<file path="config.mk">
export PLATFORM = sky130hd
export DESIGN_NAME = update_stage
export DESIGN_NICKNAME = d
export VERILOG_FILES = /design/src/hw/bp_pkg.sv /design/src/hw/update_stage.sv
export SDC_FILE = /design/constraint.sdc
export NUM_CORES = 1
export LEC_CHECK = 0
export ABC_AREA = 1
export BUFFER_PORTS_ARGS = -buffer_cell sky130_fd_sc_hd__buf_2
export CAP_MARGIN = 40
export CORE_UTILIZATION = 30
export DETAILED_ROUTE_END_ITERATION = 6
export SKIP_CTS_REPAIR_TIMING = 1
export SYNTH_ARGS = -nofsm -noshare
export SYNTH_HDL_FRONTEND = slang
export SYNTH_SLANG_ARGS = --single-unit
</file>
<file path="constraint.sdc">
create_clock -name clk -period 2.1 [get_ports clk]
set_input_delay 0.63 -clock clk [delete_from_list [all_inputs] [get_ports clk]]
set_output_delay 0.63 -clock clk [all_outputs]
set_load 0.02 [all_outputs]
</file>
<file path="src/hw/bp_pkg.sv">
package bp_pkg;

	localparam int ADDR_WIDTH = 64; // full instruction address.
	localparam int INDEX_WIDTH = 8; // low address bits pick the entry.
	localparam int TAG_WIDTH = ADDR_WIDTH - INDEX_WIDTH; // the remaining high bits.
	localparam int TABLE_DEPTH = 1 << INDEX_WIDTH; // one entry per index value.
	localparam int STAT_WIDTH = 32; // wraps silently.

	typedef logic [ADDR_WIDTH-1:0] addr_t;
	typedef logic [INDEX_WIDTH-1:0] index_t;
	typedef logic [TAG_WIDTH-1:0] tag_t;
	typedef logic [STAT_WIDTH-1:0] stat_t;

	// bit 1 of the encoding gives the predicted direction.
	typedef enum logic [1:0] {
		STRONG_NOT_TAKEN = 2'b00,
		WEAK_NOT_TAKEN = 2'b01,
		WEAK_TAKEN = 2'b10,
		STRONG_TAKEN = 2'b11
	} counter_e;

	// one table slot as seen by the update stage.
	typedef struct packed {
		logic valid;
		tag_t tag;
		counter_e counter;
	} table_entry_t;

	// single write port into the table.
	typedef struct packed {
		logic enable;
		index_t index;
		table_entry_t entry;
	} table_write_t;

endpackage

</file>
<file path="src/hw/update_stage.sv">
`timescale 1ns/100ps

module update_stage import bp_pkg::*; (
	input logic clk,
	input logic reset,
	input logic valid,
	input addr_t ip,
	input logic taken,
	input logic prediction,
	input table_entry_t recent_entry,
	output index_t recent_index,
	output table_write_t table_write,
	output logic resolve,
	output logic mispredict
);

	logic recent_valid; // a lookup waits for its outcome.
	addr_t recent_ip; // address of the last lookup.
	logic recent_prediction; // direction predicted for it.

	tag_t recent_tag;
	logic recent_hit;
	counter_e trained_counter;
	counter_e alloc_counter;
	table_entry_t new_entry;

	// one step toward the outcome, held at both ends.
	function automatic counter_e step_counter(input counter_e current, input logic dir);
		counter_e next;
		next = current;
		if (dir) begin
			case (current)
				STRONG_NOT_TAKEN: next = WEAK_NOT_TAKEN;
				WEAK_NOT_TAKEN: next = WEAK_TAKEN;
				WEAK_TAKEN: next = STRONG_TAKEN;
				default: next = STRONG_TAKEN; // saturated.
			endcase
		end else begin
			case (current)
				STRONG_TAKEN: next = WEAK_TAKEN;
				WEAK_TAKEN: next = WEAK_NOT_TAKEN;
				WEAK_NOT_TAKEN: next = STRONG_NOT_TAKEN;
				default: next = STRONG_NOT_TAKEN; // saturated.
			endcase
		end
		return next;
	endfunction

	// control bit of the recent register.
	always_ff @(posedge clk) begin
		if (reset) begin
			recent_valid <= 1'b0;
		end else begin
			recent_valid <= valid;
		end
	end

	// payload of the recent register.
	always_ff @(posedge clk) begin
		recent_ip <= ip;
		recent_prediction <= prediction;
	end

	assign recent_index = recent_ip[INDEX_WIDTH-1:0];
	assign recent_tag = recent_ip[ADDR_WIDTH-1:INDEX_WIDTH];

	// hit needs both the valid bit and a matching tag.
	assign recent_hit = recent_entry.valid && (recent_entry.tag == recent_tag);

	assign trained_counter = step_counter(recent_entry.counter, taken);
	assign alloc_counter = taken ? WEAK_TAKEN : WEAK_NOT_TAKEN; // fresh entries start weak.

	always_comb begin
		new_entry.valid = 1'b1;
		new_entry.tag = recent_tag; // same tag on a hit anyway.
		if (recent_hit) begin
			new_entry.counter = trained_counter;
		end else begin
			new_entry.counter = alloc_counter; // reallocate on a miss.
		end
	end

	// table applies this at the coming edge.
	assign table_write.enable = recent_valid;
	assign table_write.index = recent_index;
	assign table_write.entry = new_entry;

	assign resolve = recent_valid;
	assign mispredict = recent_valid && (recent_prediction != taken);

endmodule

</file>
# Word-level counts from Yosys, hierarchy flattened
# Cells that the tools add are included.
[word_totals]
regBits = 66
input_bits = 128
[classes]
n_eq_ne = 5
n_mux = 5
reduce_logical = 3
[ops]
columns = ["cell", "count"]
rows = [
  ["equality test 56 bit", 1],
  ["one-hot mux 2 bit (2 select lines)", 2],
  ["two-way mux 2 bit", 3],
  ["equality test 2 bit, second input constant", 2],
  ["equality test 2 x 1 -> 1 bit, second input constant", 1],
  ["logical AND 1 bit", 2],
  ["logical NOT 2 bit", 1],
  ["!= test 1 bit", 1],
]

# Logic depth before layout (Yosys ltp)
# Gate-level depths: netlist (run 1).
[depth]
ltp_word = 4
mapped_depth = 12
ltp_nobuf = 12

# Worst setup path before layout (run 1)
# No wires, ideal clock.
[synth_timing]
path_kind = "input to output"
startpoint = "in recent_entry[17] (netlist name)"
endpoint = "out table_write[1] (netlist name)"
t_arrival_ns = 1.538
required_time_ns = 1.470
slack_ns = -0.068
stages = 10
n_path_buf = 0
path_cell_list = "inv_1 > nand2_1 > nand2_1 > nor2_1 > nand2_1 > nor2_1 > nand2_1 > nor2_2 > nand2_2 > o21ai_1"
[synth_rtl]
columns = ["item", "line_no", "source"]
rows = [
  ["start: declaration", "update_stage.sv:10", "input table_entry_t recent_entry,"],
  ["end: declaration", "update_stage.sv:12", "output table_write_t table_write,"],
]

==> results of run 1 <==
worst max path at each step:
stage | start | to | depth (start not counted)
3_5_place_dp | recent_entry[19] | table_write[0] | 13
5_1_grt | recent_entry[21] | table_write[0] | 14
2_1_floorplan | recent_entry[17] | table_write[0] | 12
3_3_place_gp | recent_entry[23] | table_write[0] | 13
4_1_cts | recent_ip[29] | table_write[0] | 13
6_report | recent_entry[19] | table_write[0] | 13
per-stage QoR:
step / utilization [%] / power, mW / cells / setup TNS [ps]
floorplan: - / 1.64 / 385 / 0
finish: 47.8 / 3.04 / 700 / -536
CTS: 47.2 / 3.09 / 700 / -722
global route: 47.8 / 3.21 / 700 / -897
detailed placement: 44.5 / 1.86 / 684 / -644
global placement: 44.5 / 1.85 / 684 / -638
power by group through the flow:
stage	registers, mW	clock network, mW	logic (mW)
6_report	1.37	1.21	0.463
5_1_grt	1.38	1.31	0.517
4_1_cts	1.37	1.26	0.464
3_5_place_dp	1.39	0	0.462
2_1_floorplan	1.47	0	0.167
3_3_place_gp	1.39	0	0.455
routing by layer:
layer	vias up	wire, um
met1	1162	2520
met2	134	3360
met5	-	0
met4	0	129
li1	1487	-
met3	14	780
kinds of logic (layout without fill, tap and decap cells):
kind of cell,after synthesis,after routing
simple gates,205,205
buf+inv,100,310
flops,66,66
compound gates,8,8
xor+xnor,5,5
other cells,1,1
synth_stat cells:
master,instances,area [sq um]
nor2_2,2,12.5
nand4_1,1,6.26
o21ai_0,5,25.0
or2_2,1,6.26
xnor2_1,5,43.8
conb_1,1,3.75
dfxtp_1,66,1320
buf_4,10,75.1
nor2_1,61,229
nand3_1,3,15.0
o21ai_1,3,15.0
inv_1,90,338
nand2_2,2,12.5
nand2_1,135,507
layout make-up:
class,instances,area (sq um),area share (%)
Tap cell,105,131,3.31
Clock inverter,6,90.1,2.27
Sequential cell,66,1330,33.5
Timing Repair Buffer,204,1040,26.2
Inverter,90,338,8.52
Clock buffer,10,138,3.47
Multi-Input combinational cell,219,900,22.7
sequential cells by signal (all words and copies together), names as in the netlist:
register and flops:
recent_ip 64, recent_prediction 1, resolve 1
==> impl_metrics.toml, run 1 <==
[global_routing]
gr-usage-met2_pct = 27.7
use_met1_pct = 13.4
antenna_found_initial = 0
grt_pass1_vias = 2522
grt_overflow = 0
grt_max_degree = 13
track_usage_pct = 14.7
grt_most_used_layer = "met2"
globalRouteMet3Util_pct = 6.46
grt_pass1_wl_mm = 10.0

[yosys]
synthCells = 385
synth_xor_area_share_pct = 1.68
syn_avg_cell_area_sq_um = 6.78
syn-num-nets = 513
yosysSeqAreaShare_pct = 50.6
synth-simple-area-share_pct = 30.2
synth_fa_ha_area_share_pct = 0
synth_seq_cells = 66
synth_top_family_by_area = "simple AND/OR/NAND/NOR gates"
synth_compound_area_share_pct = 1.53
yosysWarnings = 0
synth_mux_area_share_pct = 0
synth_area_sq_mm = 0.00261
ys_types = 14

[placed_design]
portBuffers = 204
post-dp-hpwl_mm = 5.78
place_ws_ps = -342
place_area_sq_mm = 0.00369
gp_congestion = 0.722

[setup_path]
cpPeakStageDelay_ps = 130
path_class = "primary input to primary output"
cp_num_buf_inv = 3
cp_top_family = "simple AND/OR/NAND/NOR gates"
critPathMostFrequentCell = "nand2_1"
worst_setup_path_start_kind = "primary input"
cp_max_fo = 2
crit_path_end_kind = "primary output"
crit_slowest_cell = "nor2_2"
crit_chain = "buf_2 -> nand2_1 -> nand2_1 -> nor2_1 -> nand2_1 -> nor2_2 -> nand2_2 -> nor2_4 -> nand2_2 -> nand2_2 -> nand2_1 -> inv_1 -> buf_6"
crit_required_ps = 1470
critPathArrivalTime_ps = 1750

[run_status]
status = "finished with violations"
violations = "negative setup slack"

[sta]
setup_slack_ps = -285
fin_crit_sh_pct = 114
setup_violations = 2
holdWs_ps = 382
slew_viol_final = 0
rsz0062_at_grt = "yes"
clock.fmax_mhz = 419
finalCriticalPeriod_ps = 2380
hold_violations = 0

[die]
die_area_sq_mm = 0.00908
die_width_um = 95.3
core-area_sq_mm = 0.00830
die_h_um = 95.3
rows = 33
start_util_pct = 31.4
num_io_pins = 206

[pwr]
combPwrFrac_pct = 15.2
p_switching_mw = 0.812
peakVddDrop_mv = 0.358
switching_share_pct = 26.7
p_int_mw = 2.23
seq_power_share_pct = 44.9
clockPowerShare_pct = 39.9
leakagePower_nw = 2.48
powerDensity_mw_per_mm2 = 767

[routing]
vias_per_cell = 4.00
firstDrtPassIters = 4
drt-total-wl_mm = 6.79
first_iter_violations = 35
vias = 2797
drtAntennaViolNets = 0
drc = 0
wl_per_cell_um = 9.70

[cts]
cts_tree = "done"
numCtsBuffers = 9
cts.sinks = 66
clockBufferDepth = 2
htreeDepth = 3
cts.clk_slew.worst_paths_ps = 80
root_buffer = "clkbuf_8"

[worst_hold_path]
holdPathStages = 1
whs_endpoint = "recent_ip[44]"
hp-class = "primary input to flip-flop"
hp-start = "ip[44]"

[finish]
syn2layout_area_growth_pct = 52.0
fillers = 866
final_area_sq_mm = 0.00397
final_nets = 718
final_common_cell = "buf_2"
drive_above_1_share_pct = 40.2
antennaDiodeCount = 0
layout_common_cells = "buf_2, nand2_1, inv_1, dfxtp_1, nor2_1"

[flow_run]
max_cap_viol_count = 0
Note: power is estimated with default switching activity, not from simulation.
==> run 2, diff against run 1 <==
Settings changed: CORE_ASPECT_RATIO from default to 0.8, CTS_CLUSTER_SIZE from default to 10, SETUP_SLACK_MARGIN from default to 0.2.
==> impl_metrics.toml, run 2 (synthesis gave the netlist of run 1 again) <==
[run_status]
status = "finished with violations"
violations = "negative setup slack"

[global_routing]
grt_overflow = 0
antenna_found_initial = 0
track_usage_pct = 14.2
grt_pass1_vias = 2416
grt_pass1_wl_mm = 10.0
grt_max_degree = 11

[routing]
drt-total-wl_mm = 6.61
vias_per_cell = 3.81
vias = 2704
firstDrtPassIters = 4
first_iter_violations = 69
drtAntennaViolNets = 0
wl_per_cell_um = 9.32
drc = 0

[pwr]
combPwrFrac_pct = 17.2
power_mw = 2.75
clockPowerShare_pct = 33.2
peakVddDrop_mv = 0.420
leakagePower_nw = 2.47
seq_power_share_pct = 49.6
switching_share_pct = 27.7
p_int_mw = 1.99
p_switching_mw = 0.763
powerDensity_mw_per_mm2 = 693

[sta]
clock.fmax_mhz = 420
slew_viol_final = 0
rsz0062_at_grt = "yes"
setup_slack_ps = -279
tns_ps = -548
hold_violations = 0
finalCriticalPeriod_ps = 2380
fin_crit_sh_pct = 113
setup_violations = 2

[finish]
layout_common_cells = "buf_2, nand2_1, inv_1, dfxtp_1, nor2_1"
drive_above_1_share_pct = 42.5
final_nets = 720
regMostFlops = "recent_ip"
largest_register_ffs = 64
final_core_util_pct = 47.0
final_area_sq_mm = 0.00397
syn2layout_area_growth_pct = 52.2
final_common_cell = "buf_2"
antennaDiodeCount = 0

[cts]
cts_tree = "done"
cts.clk_slew.worst_paths_ps = 70
clockBufferDepth = 2
htreeDepth = 3
cts.sinks = 66
numCtsBuffers = 9
root_buffer = "clkbuf_8"

[placed_design]
place_area_sq_mm = 0.00372
place_ws_ps = -415
portBuffers = 204
post-dp-hpwl_mm = 5.46
gp_congestion = 0.731

[die]
num_io_pins = 206
die_h_um = 85.4
rows = 30
die_width_um = 106
die_area_sq_mm = 0.00908
start_util_pct = 30.9
core-area_sq_mm = 0.00845

[setup_path]
crit_required_ps = 1470
worst_setup_path_start_kind = "primary input"
crit_chain = "buf_2 -> inv_1 -> nand2_1 -> nand2_1 -> nor2_1 -> nand2_1 -> nor2_4 -> nand2_2 -> nor2_2 -> nand2_2 -> nand2_2 -> nand2_2 -> inv_2 -> buf_6"
cp_max_fo = 2
crit_path_end_kind = "primary output"
critPathMostFrequentCell = "nand2_2"
cpPeakStageDelay_ps = 130
crit_slowest_cell = "nor2_4"
critPathArrivalTime_ps = 1750
path_class = "primary input to primary output"

[flow_run]
max_cap_viol_count = 0

[worst_hold_path]
hp-start = "ip[53]"
hp-class = "primary input to flip-flop"
holdPathStages = 1
whs_endpoint = "recent_ip[53]"
run 2: layout make-up:
class / instances / area (sq um)
clock buffers: 13 / 149
clock inverters: 3 / 15.0
fillers: 900 / 4470
inverters: 90 / 338
multi-input cells: 219 / 936
flip-flops and latches: 66 / 1330
well taps: 112 / 140
repair buffers: 206 / 1060
run 2: critical path, delay by kind of cell:
| kind | cells | cell delay, ps |
|---|---|---|
| buffers and inverters | 4 | 260 |
| AND/OR/NAND/NOR | 10 | 850 |
run 2: per-layer routing:
layer	up-vias	global-route usage, %	wire (um)
met4	0	5.68	78
met1	1089	16.4	2860
met5	-	0	0
met2	116	23.6	3040
li1	1492	-	-
met3	7	5.68	629
run 2: power groups by stage:
stage                     Clock [mW]  Sequential (mW)  Combinational, mW
after global placement             0             1.39              0.461
after floorplan                    0             1.47              0.169
after global routing            1.02             1.38              0.529
after detailed placement           0             1.39              0.464
final                          0.913             1.37              0.474
after CTS                      0.967             1.36              0.466
run 2: how the worst max path moves through the flow:
stage,startpoint,cells after the start,slack (ps),to
detailed placement,recent_entry[24],14,-410,table_write[0]
floorplan,recent_entry[24],10,30,table_write[1]
global route,recent_ip[21],13,-450,table_write[0]
finish,recent_entry[17],14,-280,table_write[0]
CTS,recent_ip[21],13,-420,table_write[0]
global placement,recent_entry[29],13,-400,table_write[0]
run 2: metrics by stage:
stage          instances  hold slack (ps)
2_1_floorplan        385              658
3_3_place_gp         693              732
3_5_place_dp         693              734
4_1_cts              709              370
5_1_grt              709              364
6_report             709              395
