### src/hw/bp_pkg.sv
package bp_pkg;

	localparam int ADDR_WIDTH = 64; // full instruction address.
	localparam int INDEX_WIDTH = 8; // low address bits pick the entry.
	localparam int TAG_WIDTH = ADDR_WIDTH - INDEX_WIDTH; // the remaining high bits.
	localparam int TABLE_DEPTH = 1 << INDEX_WIDTH; // one entry per index value.
	localparam int STAT_WIDTH = 32; // wraps silently.

	typedef logic [ADDR_WIDTH-1:0] addr_t;
	typedef logic [INDEX_WIDTH-1:0] index_t;
	typedef logic [TAG_WIDTH-1:0] tag_t;
	typedef logic [STAT_WIDTH-1:0] stat_t;

	// bit 1 of the encoding gives the predicted direction.
	typedef enum logic [1:0] {
		STRONG_NOT_TAKEN = 2'b00,
		WEAK_NOT_TAKEN = 2'b01,
		WEAK_TAKEN = 2'b10,
		STRONG_TAKEN = 2'b11
	} counter_e;

	// one table slot as seen by the update stage.
	typedef struct packed {
		logic valid;
		tag_t tag;
		counter_e counter;
	} table_entry_t;

	// single write port into the table.
	typedef struct packed {
		logic enable;
		index_t index;
		table_entry_t entry;
	} table_write_t;

endpackage

### src/hw/prediction_stats.sv
`timescale 1ns/100ps

module prediction_stats import bp_pkg::*; (
	input logic clk,
	input logic reset,
	input logic resolve,
	input logic mispredict,
	output stat_t lookup_count,
	output stat_t mispredict_count
);

	logic count_mispredict;

	// a mispredict only counts alongside a resolve.
	assign count_mispredict = resolve && mispredict;

	// resolved lookups, wraps at the top.
	always_ff @(posedge clk) begin
		if (reset) begin
			lookup_count <= '0;
		end else if (resolve) begin
			lookup_count <= lookup_count + 1'b1;
		end
	end

	// wrong predictions among them.
	always_ff @(posedge clk) begin
		if (reset) begin
			mispredict_count <= '0;
		end else if (count_mispredict) begin
			mispredict_count <= mispredict_count + 1'b1;
		end
	end

endmodule

### config.mk
export PLATFORM = sky130hd
export DESIGN_NAME = prediction_stats
export DESIGN_NICKNAME = d
export VERILOG_FILES = /design/src/hw/bp_pkg.sv /design/src/hw/prediction_stats.sv
export SDC_FILE = /design/constraint.sdc
export NUM_CORES = 1
export LEC_CHECK = 0
export ABC_AREA = 0
export BUFFER_PORTS_ARGS = -buffer_cell sky130_fd_sc_hd__buf_2
export CAP_MARGIN = 20
export CORE_MARGIN = 3
export CORE_UTILIZATION = 35
export CTS_BUF_LIST = sky130_fd_sc_hd__clkbuf_4
export CTS_CLUSTER_SIZE = 14
export DETAILED_ROUTE_END_ITERATION = 8
export PLACE_DENSITY = 0.65
export SLEW_MARGIN = 30
export SYNTH_ARGS = -nofsm -noshare
export SYNTH_HDL_FRONTEND = slang
export SYNTH_SLANG_ARGS = --single-unit
### constraint.sdc
create_clock -name clk -period 2.2 [get_ports clk]
set_input_delay 0.33 -clock clk [delete_from_list [all_inputs] [get_ports clk]]
set_output_delay 0.33 -clock clk [all_outputs]
set_load 0.02 [all_outputs]
# Word-level counts from Yosys, hierarchy flattened
# Cells that the tools add are included.
[word_totals]
ramBits = 0
reg_bits = 64
input_bits = 4
wordCells = 5
latch_bits = 0
memories = 0
output_inout_bits = 64
romBits = 0
[op_classes]
muxes = 0
add_sub_neg = 2
reduce_logical = 1
div_mod_pow = 0
bitwise = 0
mul = 0
n_shift = 0
eq_ne = 0
order_cmp = 0
[op_table]
columns = ["operator", "n"]
rows = [
  ["$add A32 B1 Y32 const B", 2],
  ["$logic_and A1 B1 Y1", 1],
]

# Logic depth before layout (Yosys ltp)
# Gate-level depths: netlist (run 1).
[depth]
ltp_word = 1
mapped_depth = 7

# Worst setup path before layout (run 1)
# OpenSTA, ideal clock, no wires.
[synth_path]
kind = "register -> register"
from = "register lookup_count[4]"
to = "register lookup_count[21]"
period_less_slack_ns = 2.122
n_path_buf = 2
setup_time_ns = 0.070
path_slack_ns = 0.078
stages_incl_launch_ff = 7
arrival_ns = 2.051
t_required_ns = 2.130
path_cell_list = "dfxtp_1 -> nand4_2 -> buf_6 -> or4_4 -> buf_6 -> or4_1 -> a21oi_1"
[synth_via]
elab_chain_len = 1
[synth_lines]
columns = ["item", "line", "source"]
rows = [
  ["start: declaration", "prediction_stats.sv:8", "output stat_t lookup_count,"],
  ["start signal: assignment", "prediction_stats.sv:22", "lookup_count <= lookup_count + 1'b1;"],
  ["$add A32 B1 Y32", "prediction_stats.sv:22", ""],
]
# No other way between the ends.
# A chain may end at the register's enable or synchronous reset.

# Final worst setup path (run 1)
[layout_path]
from = "register lookup_count[5]"
to = "register lookup_count[31]"
# Same word-level chain as after synthesis.

==> results.txt, run 1 <==
----------------------------------------------------
[Outcome]
  Run status ... finished, final reports clean

[Logic synthesis]
  Area of the mapped netlist ... 3040 um^2
  Portion of netlist area occupied by mux cells ... 1.44%
  Fraction of post-synthesis cell area in the top cell type by area ... between 40% and 50%
  Number of synthesized register bits ... 64
  Sequential area share after synthesis ... 42.2%
  Distinct cells, synth ... 30
  Post-synthesis cell count ... 360
  Compound-Gate Fraction of Synth Area ... between 10 and 15%
  Avg Inst Size Synth ... approximately 8.4 um^2
  Main area contributors after synthesis ... sky130_fd_sc_hd__dfxtp_1 42%, sky130_fd_sc_hd__a21oi_1 6.3%, sky130_fd_sc_hd__or4_1 4.9%, sky130_fd_sc_hd__or3_1 4.3%, sky130_fd_sc_hd__o31ai_1 4.2%
  Mapped Nets ... 366
  Largest family of logic cells by synthesized area ... simple AND/OR/NAND/NOR gates
  Share of the synthesized netlist area taken by xor and xnor gates ... under 10%
  Yosys warns ... 0
  Cell type contributing the most total cell area after synthesis ... sky130_fd_sc_hd__dfxtp_1
  Post-synthesis adder-cell area fraction ... less than 1%
  Area share of and/or/nand/nor cells after synthesis ... roughly a third

[Clock network]
  Setup Fix Bufs, Post-CTS ... 0
  Largest buffer count on any clock path ... 2
  Total number of H-tree levels ... 3
  Later-pin clock latency in the skew report ... roughly 0.4 ns
  CTS tree ... built
  Clk root buf ... sky130_fd_sc_hd__clkbuf_4
  Number of instances resized during post-cts repair ... 0
  Clock transition at the register clock pins on the worst setup and hold paths after CTS ... 0.10 ns
  TritonCTS Sinks ... 64
  Cts bufs inserted ... 9
  Hold bufs inserted after CTS ... 0

[Route]
  Average vias per placed instance ... about 5.5
  Drt initial violations ... 116
  Post-DR wirelength/cell ... about 14 um
  Drt total wl ... slightly below 8 mm
  Residual antenna-violating net count after detailed routing ... 0
  Residual DRC count ... 0
  Detailed-router iteration count before antenna repair ... 4
  Via count of the routed design ... 2973

[STA]
  Headroom to the max-slew limit ... between 60% and 70%
  Clock Skews ... 0.0134 ns
  Setup ws final ... ~0.20 ns
  Max Clock Freq ... around 500 MHz
  Total Negative Setup Slacks ... 0 ns
  Number of failing setup endpoints in the final timing report ... 0
  Transition at the pin with the smallest max-transition slack ... ~0.55 ns
  Setup repair after global routing missed its margin ... no
  Min Clock Period, post-route ... 2.00 ns
  Final Slew Violations ... 0
  Hold Vio Cnt, Final ... 0
  Final period util ... around nine tenths

[Worst setup path]
  Data required, critical path ... 2.52 ns
  Type of the setup path with the least slack ... reg2reg
  Worst-path fanout max ... 8
  Data arrival time of the worst path ... roughly 2.3 ns
  Critical Path End Type ... register
  Launching element type of the critical path ... register

[Cells and area]
  Final Non-Filler Cells ... 542
  Signed area change from the synthesized netlist to the final layout ... 19.8%
  Layout fillers ... between 800 and 900
  Final design utilization ... around 44%
  Number of antenna repair diodes ... 0
  Number of nets in the final layout ... about 440
  Share of layout cells above drive strength 1 ... about a quarter
  Finished layout cell area ... around 3600 um^2

[Floorplanning]
  Width of the die ... slightly below 100 um
  Vertical extent of the die ... around 99 um
  Floorplan Core Area ... between 8000 and 9000 um^2
  Number of rows in the core area ... 33
  Die outline area ... ~9800 um^2
  Initial standard-cell utilization of the core ... 36.6%
  I/O pin count ... ~70

[Flow run]
  Maximum capacitance violations ... 0

[Place]
  DP Cell Count ... roughly 530
  GPL Wtd Cong ... just over 0.8
  Pre-CTS worst setup slack ... 0.125 ns
  Port bufs ... 67
  DP Area ... approximately 3500 um^2
  Placed wire-length estimate after detailed placement ... 5.51 mm

[GRT]
  First-pass GRT wire length ... ~13 mm
  Via count of the first global-routing pass ... roughly 2700
  GRT Residual Overflow ... 0
  Largest net degree at the start of global routing ... 30
  Global-route usage over all layers ... 15.9%
  Number of antenna violations at the first check in global routing ... 0

[Pwr]
  Worst supply voltage drop on vdd ... approximately 0.28 mV
  Power per unit of standard cell area ... ~530 nW/um^2
  Leakage power of the design ... ~1.4 nW

[Worst hold path]
  Type of the worst min-delay path ... in2reg

----------------------------------------------------
flip-flops by register name (all words and copies together) (netlist names):
name and count:
lookup_count 32, mispredict_count 32
critical path, stage by stage (launching register included):
cell and delay [ns]:
sky130_fd_sc_hd__dfxtp_1 0.42, sky130_fd_sc_hd__nand4_2 0.18, sky130_fd_sc_hd__or4_1 0.70, sky130_fd_sc_hd__or4_1 0.51, sky130_fd_sc_hd__a21oi_1 0.14
layout by cell type, fill, tap and decap left out, types with 3 or more instances in the layout:
cell type	netlist	layout
sky130_fd_sc_hd__buf_2	1	67
sky130_fd_sc_hd__dfxtp_1	64	64
sky130_fd_sc_hd__a21oi_1	38	38
sky130_fd_sc_hd__nor2_1	26	26
sky130_fd_sc_hd__nand2_1	24	24
sky130_fd_sc_hd__nand4_1	20	20
sky130_fd_sc_hd__or4_1	20	20
sky130_fd_sc_hd__o21ai_0	20	20
sky130_fd_sc_hd__or3_1	21	20
sky130_fd_sc_hd__o31ai_1	17	17
sky130_fd_sc_hd__nand3_1	16	16
sky130_fd_sc_hd__buf_4	0	15
sky130_fd_sc_hd__clkbuf_4	0	12
sky130_fd_sc_hd__xnor2_1	11	11
sky130_fd_sc_hd__xor2_1	11	11
sky130_fd_sc_hd__and4_1	10	10
sky130_fd_sc_hd__and3_1	9	9
sky130_fd_sc_hd__inv_1	7	7
sky130_fd_sc_hd__nor4_1	7	7
sky130_fd_sc_hd__nor2b_1	3	3
sky130_fd_sc_hd__mux2_2	3	3
where the power goes:
group / internal (mW) / total [mW] / switching, mW
Sequential: 1.16 / 1.17 / 0.00877
Clock: 0.264 / 0.676 / 0.412
Combinational: 0.0197 / 0.0631 / 0.0433
Total: 1.45 / 1.91 / 0.464
Yosys cell counts:
| library cell | count |
|---|---|
| sky130_fd_sc_hd__a21oi_1 | 38 |
| sky130_fd_sc_hd__nand3_1 | 16 |
| sky130_fd_sc_hd__and3_1 | 9 |
| sky130_fd_sc_hd__o21ai_0 | 20 |
| sky130_fd_sc_hd__nand2b_1 | 1 |
| sky130_fd_sc_hd__or4_1 | 20 |
| sky130_fd_sc_hd__nor3b_1 | 1 |
| sky130_fd_sc_hd__nor2b_1 | 3 |
| sky130_fd_sc_hd__or3_1 | 21 |
| sky130_fd_sc_hd__nand4_2 | 2 |
| sky130_fd_sc_hd__mux2i_1 | 1 |
| sky130_fd_sc_hd__nand2_1 | 24 |
| sky130_fd_sc_hd__buf_1 | 4 |
| sky130_fd_sc_hd__clkbuf_1 | 14 |
| sky130_fd_sc_hd__mux2_2 | 3 |
| sky130_fd_sc_hd__nor2_1 | 26 |
| sky130_fd_sc_hd__and2_1 | 2 |
| sky130_fd_sc_hd__o31ai_1 | 17 |
| sky130_fd_sc_hd__nor3_1 | 2 |
| sky130_fd_sc_hd__nand4_1 | 20 |
| sky130_fd_sc_hd__ha_1 | 2 |
| sky130_fd_sc_hd__or4_4 | 1 |
| sky130_fd_sc_hd__xnor2_1 | 11 |
| sky130_fd_sc_hd__buf_2 | 1 |
| sky130_fd_sc_hd__and4_1 | 10 |
| sky130_fd_sc_hd__inv_1 | 7 |
| sky130_fd_sc_hd__buf_6 | 2 |
| sky130_fd_sc_hd__dfxtp_1 | 64 |
| sky130_fd_sc_hd__xor2_1 | 11 |
| sky130_fd_sc_hd__nor4_1 | 7 |
per-stage QoR:
step	total power [mW]	hold slack, ns
after floorplan	1.24	0.491
after global placement	1.26	0.464
after detailed placement	1.26	0.479
after CTS	1.94	0.220
after global routing	2.00	0.273
final	1.91	0.246
area by class of cell:
class,count,area (um^2),area share [%]
clock inverter,4,21.3,0.585
sequential,64,1280,35.2
clock buffer,12,90.1,2.48
multi-input combinational,268,1640,45.0
timing repair buffer,82,448,12.3
tap,105,131,3.61
inverter,7,26.3,0.723
logic make-up (layout without fill, tap and decap cells):
logic type / Yosys count / count (layout)
muxes: 4 / 4
xor gates and xnor gates: 22 / 22
adders and majority gates: 2 / 2
DFF: 64 / 64
buffers and inverters: 28 / 105
AOI/OAI and AO/OA: 75 / 75
and+or+nand+nor: 165 / 165
metal layers:
metal	GRT usage (%)	part of all wire, %
met1	22.5	51
met2	24.0	44
met3	3.02	4.0
met4	6.09	1.4
met5	0	0
final timing paths:
| path | startpoint | to | slack, ns | cells after the start |
|---|---|---|---|---|
| setup / recovery | lookup_count[5] | lookup_count[31] | 0.20 | 4 |
| hold / removal | mispredict | mispredict_count[1] | 0.25 | 3 |
| setup reg to reg | lookup_count[5] | lookup_count[31] | 0.20 | 4 |
| hold reg to reg | lookup_count[31] | lookup_count[31] | 0.49 | 2 |
(Power assumes the default switching activity.)
==> run 2, diff against run 1 <==
Clock period 2.2 ns to 2.5 ns, I/O delays scaled along.
==> results.txt, run 2 (synthesized netlist as in run 1, its figures left out) <==
----------------------------------------------------
[Outcome]
  Run status ... finished, final reports clean (unchanged)

[Cells and area]
  Finished layout cell area ... 3550 um^2 (was 3640 um^2)
  Sequential cell area ... 1280 um^2 (unchanged)
  Layout fillers ... 835 (was 840)
  Number of antenna repair diodes ... 0 (unchanged)
  Share of layout cells above drive strength 1 ... 21.8% (was 23.8%)
  Final design utilization ... 42.8% (was 43.8%)
  Largest registers ... lookup_count (32), mispredict_count (32) (unchanged)
  Footprint of the multi-input gates ... 1630 um^2 (was 1640 um^2)
  Commonest non-fill, non-tap cell in the layout ... sky130_fd_sc_hd__buf_2 (unchanged)
  Number of nets in the final layout ... 428 (was 438)
  Signed area change from the synthesized netlist to the final layout ... 17.0% (was 19.8%)
  Most used cells in the layout excluding fill and tap cells ... 67 x sky130_fd_sc_hd__buf_2, 64 x sky130_fd_sc_hd__dfxtp_1, 38 x sky130_fd_sc_hd__a21oi_1 (unchanged)

[Route]
  Average vias per placed instance ... 5.56 (was 5.49)
  Via count of the routed design ... 2959 (was 2973)
  Routed length on met2 ... 3.33 mm (was 3.38 mm)
  Amount of wire on met3 after detailed routing ... 382 um (was 308 um)
  Wire length on met1 ... 3.69 mm (was 3.90 mm)
  Top Metal Used ... met4 (unchanged)
  Detailed-router iteration count before antenna repair ... 4 (unchanged)
  Residual DRC count ... 0 (unchanged)
  Post-DR wirelength/cell ... 14.2 um (about the same)
  Drt initial violations ... 127 (was 116)
  Residual antenna-violating net count after detailed routing ... 0 (unchanged)
  Drt total wl ... 7.57 mm (was 7.70 mm)

[Clock network]
  TritonCTS Sinks ... 64 (unchanged)
  Number of instances resized during post-cts repair ... 0 (unchanged)
  Total number of H-tree levels ... 3 (unchanged)
  Clock transition at the register clock pins on the worst setup and hold paths after CTS ... 0.12 ns (was 0.10 ns)
  CTS tree ... built (unchanged)
  Later-pin clock latency in the skew report ... 0.41 ns (was 0.39 ns)
  Setup Fix Bufs, Post-CTS ... 0 (unchanged)
  Hold bufs inserted after CTS ... 0 (unchanged)
  Largest buffer count on any clock path ... 2 (unchanged)
  Cts bufs inserted ... 9 (unchanged)
  Clk root buf ... sky130_fd_sc_hd__clkbuf_4 (unchanged)

[STA]
  Clock Skews ... 0.0193 ns (was 0.0134 ns)
  Post-Route Hold Slack ... 0.293 ns (was 0.246 ns)
  Number of failing setup endpoints in the final timing report ... 0 (unchanged)
  Max Clock Freq ... 460 MHz (was 499 MHz)
  Transition at the pin with the smallest max-transition slack ... 0.718 ns (was 0.551 ns)
  Headroom to the max-slew limit ... 52.1% (was 63.3%)
  Final Slew Violations ... 0 (unchanged)
  Total Negative Setup Slacks ... 0 ns (unchanged)
  Hold Vio Cnt, Final ... 0 (unchanged)
  Min Clock Period, post-route ... 2.17 ns (was 2.00 ns)
  Final period util ... 86.9% (was 91.0%)
  Setup repair after global routing missed its margin ... no (unchanged)

[Worst setup path]
  Data arrival time of the worst path ... 2.51 ns (was 2.33 ns)
  Critical Path End Type ... register (unchanged)
  Worst-path fanout max ... 11 (was 8)
  Data required, critical path ... 2.84 ns (was 2.52 ns)
  Launching element type of the critical path ... register (unchanged)
  Type of the setup path with the least slack ... reg2reg (unchanged)

[Place]
  Placed wire-length estimate after detailed placement ... 5.37 mm (was 5.51 mm)
  DP Area ... 3440 um^2 (was 3520 um^2)
  Port bufs ... 67 (unchanged)
  GPL Wtd Cong ... 0.790 (was 0.825)

[Pwr]
  Worst supply voltage drop on vdd ... 0.161 mV (was 0.276 mV)
  Leakage power of the design ... 1.35 nW (was 1.40 nW)
  Power per unit of standard cell area ... 471 nW/um^2 (was 526 nW/um^2)

[Floorplanning]
  I/O pin count ... 68 (unchanged)
  Die outline area ... 9830 um^2 (unchanged)
  Floorplan Core Area ... 8300 um^2 (unchanged)
  Initial standard-cell utilization of the core ... 36.6% (unchanged)
  Vertical extent of the die ... 99.1 um (unchanged)
  Number of rows in the core area ... 33 (unchanged)
  Width of the die ... 99.1 um (unchanged)

[GRT]
  GRT Residual Overflow ... 0 (unchanged)
  First-pass GRT wire length ... 12.4 mm (was 13.0 mm)
  Global-route usage over all layers ... 15.4% (was 15.9%)
  Number of antenna violations at the first check in global routing ... 0 (unchanged)
  Largest net degree at the start of global routing ... 40 (was 30)
  Via count of the first global-routing pass ... 2524 (was 2698)

[Flow run]
  Maximum capacitance violations ... 0 (unchanged)

[Worst hold path]
  Type of the worst min-delay path ... in2reg (unchanged)

----------------------------------------------------
## run 2: changes by cell type in the layout (fill, tap and decap cells not counted), sizes merged
| cell | delta |
|---|---|
| clkinv | +2 |
| buf | -10 |
| clkinvlp | -1 |
| clkbuf | -1 |
## run 2: stage by stage
stage	total power, mW	instances	setup slack (ns)
floorplan	1.09	360	0.378
global placement	1.11	516	0.440
detailed placement	1.11	516	0.356
CTS	1.70	532	0.340
global route	1.75	532	0.149
finish	1.67	532	0.328
## run 2: worst max-delay path: stages, from the launching register on
cell                      delay [ns]
sky130_fd_sc_hd__dfxtp_1        0.44
sky130_fd_sc_hd__nand4_2        0.26
sky130_fd_sc_hd__or4_1          0.74
sky130_fd_sc_hd__or4_1          0.52
sky130_fd_sc_hd__a21oi_1        0.15
## run 2: where the power goes
group          internal (mW)  leakage [nW]  switching (mW)
logic                 0.0153         0.765          0.0368
registers               1.02         0.516         0.00743
clock network          0.218        0.0678           0.370
## run 2: path summary, 6_finish.rpt
| path | start | endpoint | slack [ns] | cells after the start |
|---|---|---|---|---|
| setup reg to reg | lookup_count[4] | lookup_count[31] | 0.33 | 4 |
| setup / recovery | lookup_count[4] | lookup_count[31] | 0.33 | 4 |
| hold / removal | mispredict | mispredict_count[1] | 0.29 | 3 |
| hold reg to reg | mispredict_count[31] | mispredict_count[31] | 0.49 | 2 |
## run 2: final cells by class
cell class	count	area share, %
clock buffers	11	2.33
clock inverters	5	0.669
inverters	7	0.740
multi-input cells	268	46.0
flip-flops and latches	64	36.1
well taps	105	3.70
repair buffers	72	10.5
## run 2: routing by layer
metal / track usage, % / up-vias
met2: 22.7 / 71
li1: - / 1468
met3: 3.23 / 14
met5: 0 / -
met4: 6.83 / 0
met1: 21.7 / 1406
==> run 3, diff against run 2 <==
Settings changed: ABC_AREA 0 to 1, CELL_PAD_IN_SITES_DETAIL_PLACEMENT from default to 0, CELL_PAD_IN_SITES_GLOBAL_PLACEMENT from default to 1, CORE_MARGIN 3 to default, PLACE_DENSITY 0.65 to 0.82.
==> results.txt, run 3 <==
----------------------------------------------------
[Outcome]
  Run status ... finished, final reports clean (unchanged)

[STA]
  Setup repair after global routing missed its margin ... no (unchanged)
  Final period util ... 66.2% (was 86.9%)
  Headroom to the max-slew limit ... 75.3% (was 52.1%)
  Number of failing setup endpoints in the final timing report ... 0 (unchanged)
  Max Clock Freq ... 604 MHz (was 460 MHz)
  Hold Vio Cnt, Final ... 0 (unchanged)
  Total Negative Setup Slacks ... 0 ns (unchanged)
  Transition at the pin with the smallest max-transition slack ... 0.369 ns (was 0.718 ns)
  Post-Route Hold Slack ... 0.290 ns (was 0.293 ns)
  Min Clock Period, post-route ... 1.65 ns (was 2.17 ns)
  Clock Skews ... 0.0190 ns (was 0.0193 ns)
  Final Slew Violations ... 0 (unchanged)

[Cells and area]
  Layout fillers ... 1015 (was 835)
  Commonest non-fill, non-tap cell in the layout ... sky130_fd_sc_hd__nand2_1 (was sky130_fd_sc_hd__buf_2)
  Number of nets in the final layout ... 599 (was 428)
  Largest registers ... lookup_count (32), mispredict_count (32) (unchanged)
  Footprint of the multi-input gates ... 1890 um^2 (was 1630 um^2)
  Most used cells in the layout excluding fill and tap cells ... 121 x sky130_fd_sc_hd__nand2_1, 97 x sky130_fd_sc_hd__nor2_1, 67 x sky130_fd_sc_hd__buf_2 (was 67 x sky130_fd_sc_hd__buf_2, 64 x sky130_fd_sc_hd__dfxtp_1, 38 x sky130_fd_sc_hd__a21oi_1)
  Share of layout cells above drive strength 1 ... 19.3% (was 21.8%)
  Number of antenna repair diodes ... 0 (unchanged)
  Signed area change from the synthesized netlist to the final layout ... 17.2% (was 17.0%)
  Sequential cell area ... 1280 um^2 (unchanged)

[Worst setup path]
  Critical Path End Type ... register (unchanged)
  Delay of the slowest critical-path stage ... 0.44 ns (was 0.74 ns)
  Launching element type of the critical path ... register (unchanged)
  Worst-path cell chain ... ha_1 -> nand3_1 -> nor2_2 -> nand2_1 -> nor2_2 -> nand2_1 -> o21ai_0 -> nor2_1 (was nand4_2 -> or4_1 -> or4_1 -> a21oi_1)
  Sum of buffers and inverters on the critical path ... 0 (unchanged)
  Register-to-register path setup slack ... 0.85 ns (was 0.33 ns)
  Data arrival time of the worst path ... 1.95 ns (was 2.51 ns)
  Critical R2R Launch ... lookup_count[0] (was lookup_count[4])
  Worst-path fanout max ... 5 (was 11)
  Data required, critical path ... 2.79 ns (was 2.84 ns)
  Crit Reg-Reg Endpoint ... lookup_count[26] (was lookup_count[31])
  Max stage delay cell, worst path ... sky130_fd_sc_hd__dfxtp_1 (was sky130_fd_sc_hd__or4_1)
  Type of the setup path with the least slack ... reg2reg (unchanged)
  Top delay family on crit path ... simple AND/OR/NAND/NOR gates (unchanged)
  Reg2reg path depth ... 8 (was 4)

[Floorplanning]
  Die outline area ... 10300 um^2 (was 9830 um^2)
  Vertical extent of the die ... 101 um (was 99.1 um)
  Floorplan Core Area ... 9420 um^2 (was 8300 um^2)
  I/O pin count ... 68 (unchanged)
  Width of the die ... 101 um (was 99.1 um)
  Number of rows in the core area ... 35 (was 33)
  Initial standard-cell utilization of the core ... 36.7% (was 36.6%)

[Logic synthesis]
  Number of synthesized register bits ... 64 (unchanged)
  Main area contributors after synthesis ... sky130_fd_sc_hd__dfxtp_1 37%, sky130_fd_sc_hd__nand2_1 13%, sky130_fd_sc_hd__nor2_1 11%, sky130_fd_sc_hd__inv_1 6.8%, sky130_fd_sc_hd__nand3_1 5.7% (was sky130_fd_sc_hd__dfxtp_1 42%, sky130_fd_sc_hd__a21oi_1 6.3%, sky130_fd_sc_hd__or4_1 4.9%, sky130_fd_sc_hd__or3_1 4.3%, sky130_fd_sc_hd__o31ai_1 4.2%)
  Fraction of post-synthesis cell area in the top cell type by area ... 37.1% (was 42.2%)
  Count of flip-flops with a built-in enable after synthesis ... 0 (unchanged)
  Portion of netlist area occupied by mux cells ... 0% (was 1.44%)
  Ys flop type ... sky130_fd_sc_hd__dfxtp_1 (unchanged)
  Ys async rst share ... 0% (unchanged)
  Area share of and/or/nand/nor cells after synthesis ... 42.7% (was 31.4%)
  Post-synthesis adder-cell area fraction ... 0.724% (was 0.824%)
  Sequential area share after synthesis ... 37.1% (was 42.2%)
  Leading cell types by count after synthesis ... 121 x sky130_fd_sc_hd__nand2_1, 97 x sky130_fd_sc_hd__nor2_1, 64 x sky130_fd_sc_hd__dfxtp_1, 63 x sky130_fd_sc_hd__inv_1, 39 x sky130_fd_sc_hd__nand3_1 (was 64 x sky130_fd_sc_hd__dfxtp_1, 38 x sky130_fd_sc_hd__a21oi_1, 26 x sky130_fd_sc_hd__nor2_1, 24 x sky130_fd_sc_hd__nand2_1, 21 x sky130_fd_sc_hd__or3_1)
  Avg Inst Size Synth ... 6.64 um^2 (was 8.43 um^2)
  Distinct cells, synth ... 34 (was 30)
  Area of the mapped netlist ... 3450 um^2 (was 3040 um^2)
  Cell with the most instances after synthesis ... sky130_fd_sc_hd__nand2_1 (was sky130_fd_sc_hd__dfxtp_1)
  Compound-Gate Fraction of Synth Area ... 9.78% (was 13.8%)
  Mapped Nets ... 526 (was 366)
  Post-synthesis cell count ... 520 (was 360)
  Share of the synthesized netlist area taken by xor and xnor gates ... 1.52% (was 6.35%)
  Largest family of logic cells by synthesized area ... simple AND/OR/NAND/NOR gates (unchanged)
  Cell type contributing the most total cell area after synthesis ... sky130_fd_sc_hd__dfxtp_1 (unchanged)
  Yosys warns ... 0 (unchanged)

[Place]
  GPL Wtd Cong ... 0.896 (was 0.790)
  Placed wire-length estimate after detailed placement ... 6.52 mm (was 5.37 mm)
  Port bufs ... 67 (unchanged)

[Clock network]
  CTS tree ... built (unchanged)
  Setup Fix Bufs, Post-CTS ... 0 (unchanged)
  Total number of H-tree levels ... 3 (unchanged)
  Cts bufs inserted ... 9 (unchanged)
  Number of instances resized during post-cts repair ... 0 (unchanged)
  Clk root buf ... sky130_fd_sc_hd__clkbuf_4 (unchanged)
  TritonCTS Sinks ... 64 (unchanged)
  Clock transition at the register clock pins on the worst setup and hold paths after CTS ... 0.11 ns (was 0.12 ns)
  Hold bufs inserted after CTS ... 0 (unchanged)
  Later-pin clock latency in the skew report ... 0.40 ns (was 0.41 ns)
  Largest buffer count on any clock path ... 2 (unchanged)

[Route]
  Drt initial violations ... 89 (was 127)
  Via count of the routed design ... 3353 (was 2959)
  Residual antenna-violating net count after detailed routing ... 0 (unchanged)
  Detailed-router iteration count before antenna repair ... 4 (unchanged)
  Drt total wl ... 8.55 mm (was 7.57 mm)
  Residual DRC count ... 0 (unchanged)
  Post-DR wirelength/cell ... 11.8 um (was 14.2 um)
  Average vias per placed instance ... 4.63 (was 5.56)

[GRT]
  Via count of the first global-routing pass ... 3036 (was 2524)
  Largest net degree at the start of global routing ... 26 (was 40)
  First-pass GRT wire length ... 14.5 mm (was 12.4 mm)
  GRT Residual Overflow ... 0 (unchanged)
  Number of antenna violations at the first check in global routing ... 0 (unchanged)
  Global-route usage over all layers ... 17.9% (was 15.4%)

[Pwr]
  Worst supply voltage drop on vdd ... 0.270 mV (was 0.161 mV)
  Power per unit of standard cell area ... 437 nW/um^2 (was 471 nW/um^2)
  Leakage power of the design ... 1.80 nW (was 1.35 nW)

[Flow run]
  Maximum capacitance violations ... 0 (unchanged)

[Worst hold path]
  Hold Path Cell Cnt ... 2 (was 3)
  Type of the worst min-delay path ... in2reg (unchanged)
  Hold path endpoint ... lookup_count[11] (was mispredict_count[1])
  Min-delay src ... reset (was mispredict)

----------------------------------------------------
==> run 3: logic make-up (layout without fill, tap and decap cells) <==
group	count (synthesis)	in the layout
AND/OR/NAND/NOR	314	314
adder cells (fa/ha/maj)	2	2
flip-flops	64	64
buffers and inverters	72	147
XOR/XNOR	6	6
AO/OA/AOI/OAI	62	62
==> run 3: how the worst max path moves through the flow <==
stage,from,endpoint,slack [ns],cells after the start
2_1_floorplan,lookup_count[0],lookup_count[26],0.89,8
5_1_grt,lookup_count[0],lookup_count[26],0.66,8
4_1_cts,lookup_count[0],lookup_count[26],0.83,8
3_5_place_dp,resolve,lookup_count[30],0.83,8
3_3_place_gp,resolve,lookup_count[30],0.90,8
6_report,lookup_count[0],lookup_count[26],0.85,8
==> run 3: through the flow <==
stage	area, um^2	setup WS (ns)	util, %	std cells	power [mW]
2_1_floorplan	3450	0.893	-	520	1.11
3_3_place_gp	3930	0.896	41.8	711	1.13
3_5_place_dp	3930	0.835	41.8	711	1.13
4_1_cts	4050	0.834	43.0	724	1.80
5_1_grt	4050	0.656	43.0	724	1.85
6_report	4050	0.846	43.0	724	1.77
==> run 3: where the power goes <==
| part | switching [mW] | total, mW | internal (mW) |
|---|---|---|---|
| Clock | 0.354 | 0.663 | 0.310 |
| Sequential | 0.00678 | 1.03 | 1.02 |
| Combinational | 0.0519 | 0.0756 | 0.0237 |
| Total | 0.413 | 1.77 | 1.36 |
==> run 3: per-layer routing <==
layer	global-route usage [%]	part of all wire, %	vias to the layer above
met4	4.01	0.70	0
met1	22.7	47	1480
met5	0	0	-
met2	30.0	46	72
met3	5.18	5.7	5
li1	-	-	1796
==> run 3: worst reg2reg max path, cell delays in order, from the launching register on <==
cell and delay [ns]:
sky130_fd_sc_hd__dfxtp_1 0.44, sky130_fd_sc_hd__ha_1 0.21, sky130_fd_sc_hd__nand3_1 0.13, sky130_fd_sc_hd__nor2_2 0.22
sky130_fd_sc_hd__nand2_1 0.14, sky130_fd_sc_hd__nor2_2 0.14, sky130_fd_sc_hd__nand2_1 0.08, sky130_fd_sc_hd__o21ai_0 0.14
sky130_fd_sc_hd__nor2_1 0.05
==> run 3: cell type report <==
type | instances | area share (%)
clock buffer | 11 | 2.04
clock inverter | 2 | 0.835
inverter | 64 | 5.94
multi-input combinational | 384 | 46.7
sequential | 64 | 31.7
tap | 129 | 3.99
timing repair buffer | 70 | 8.84
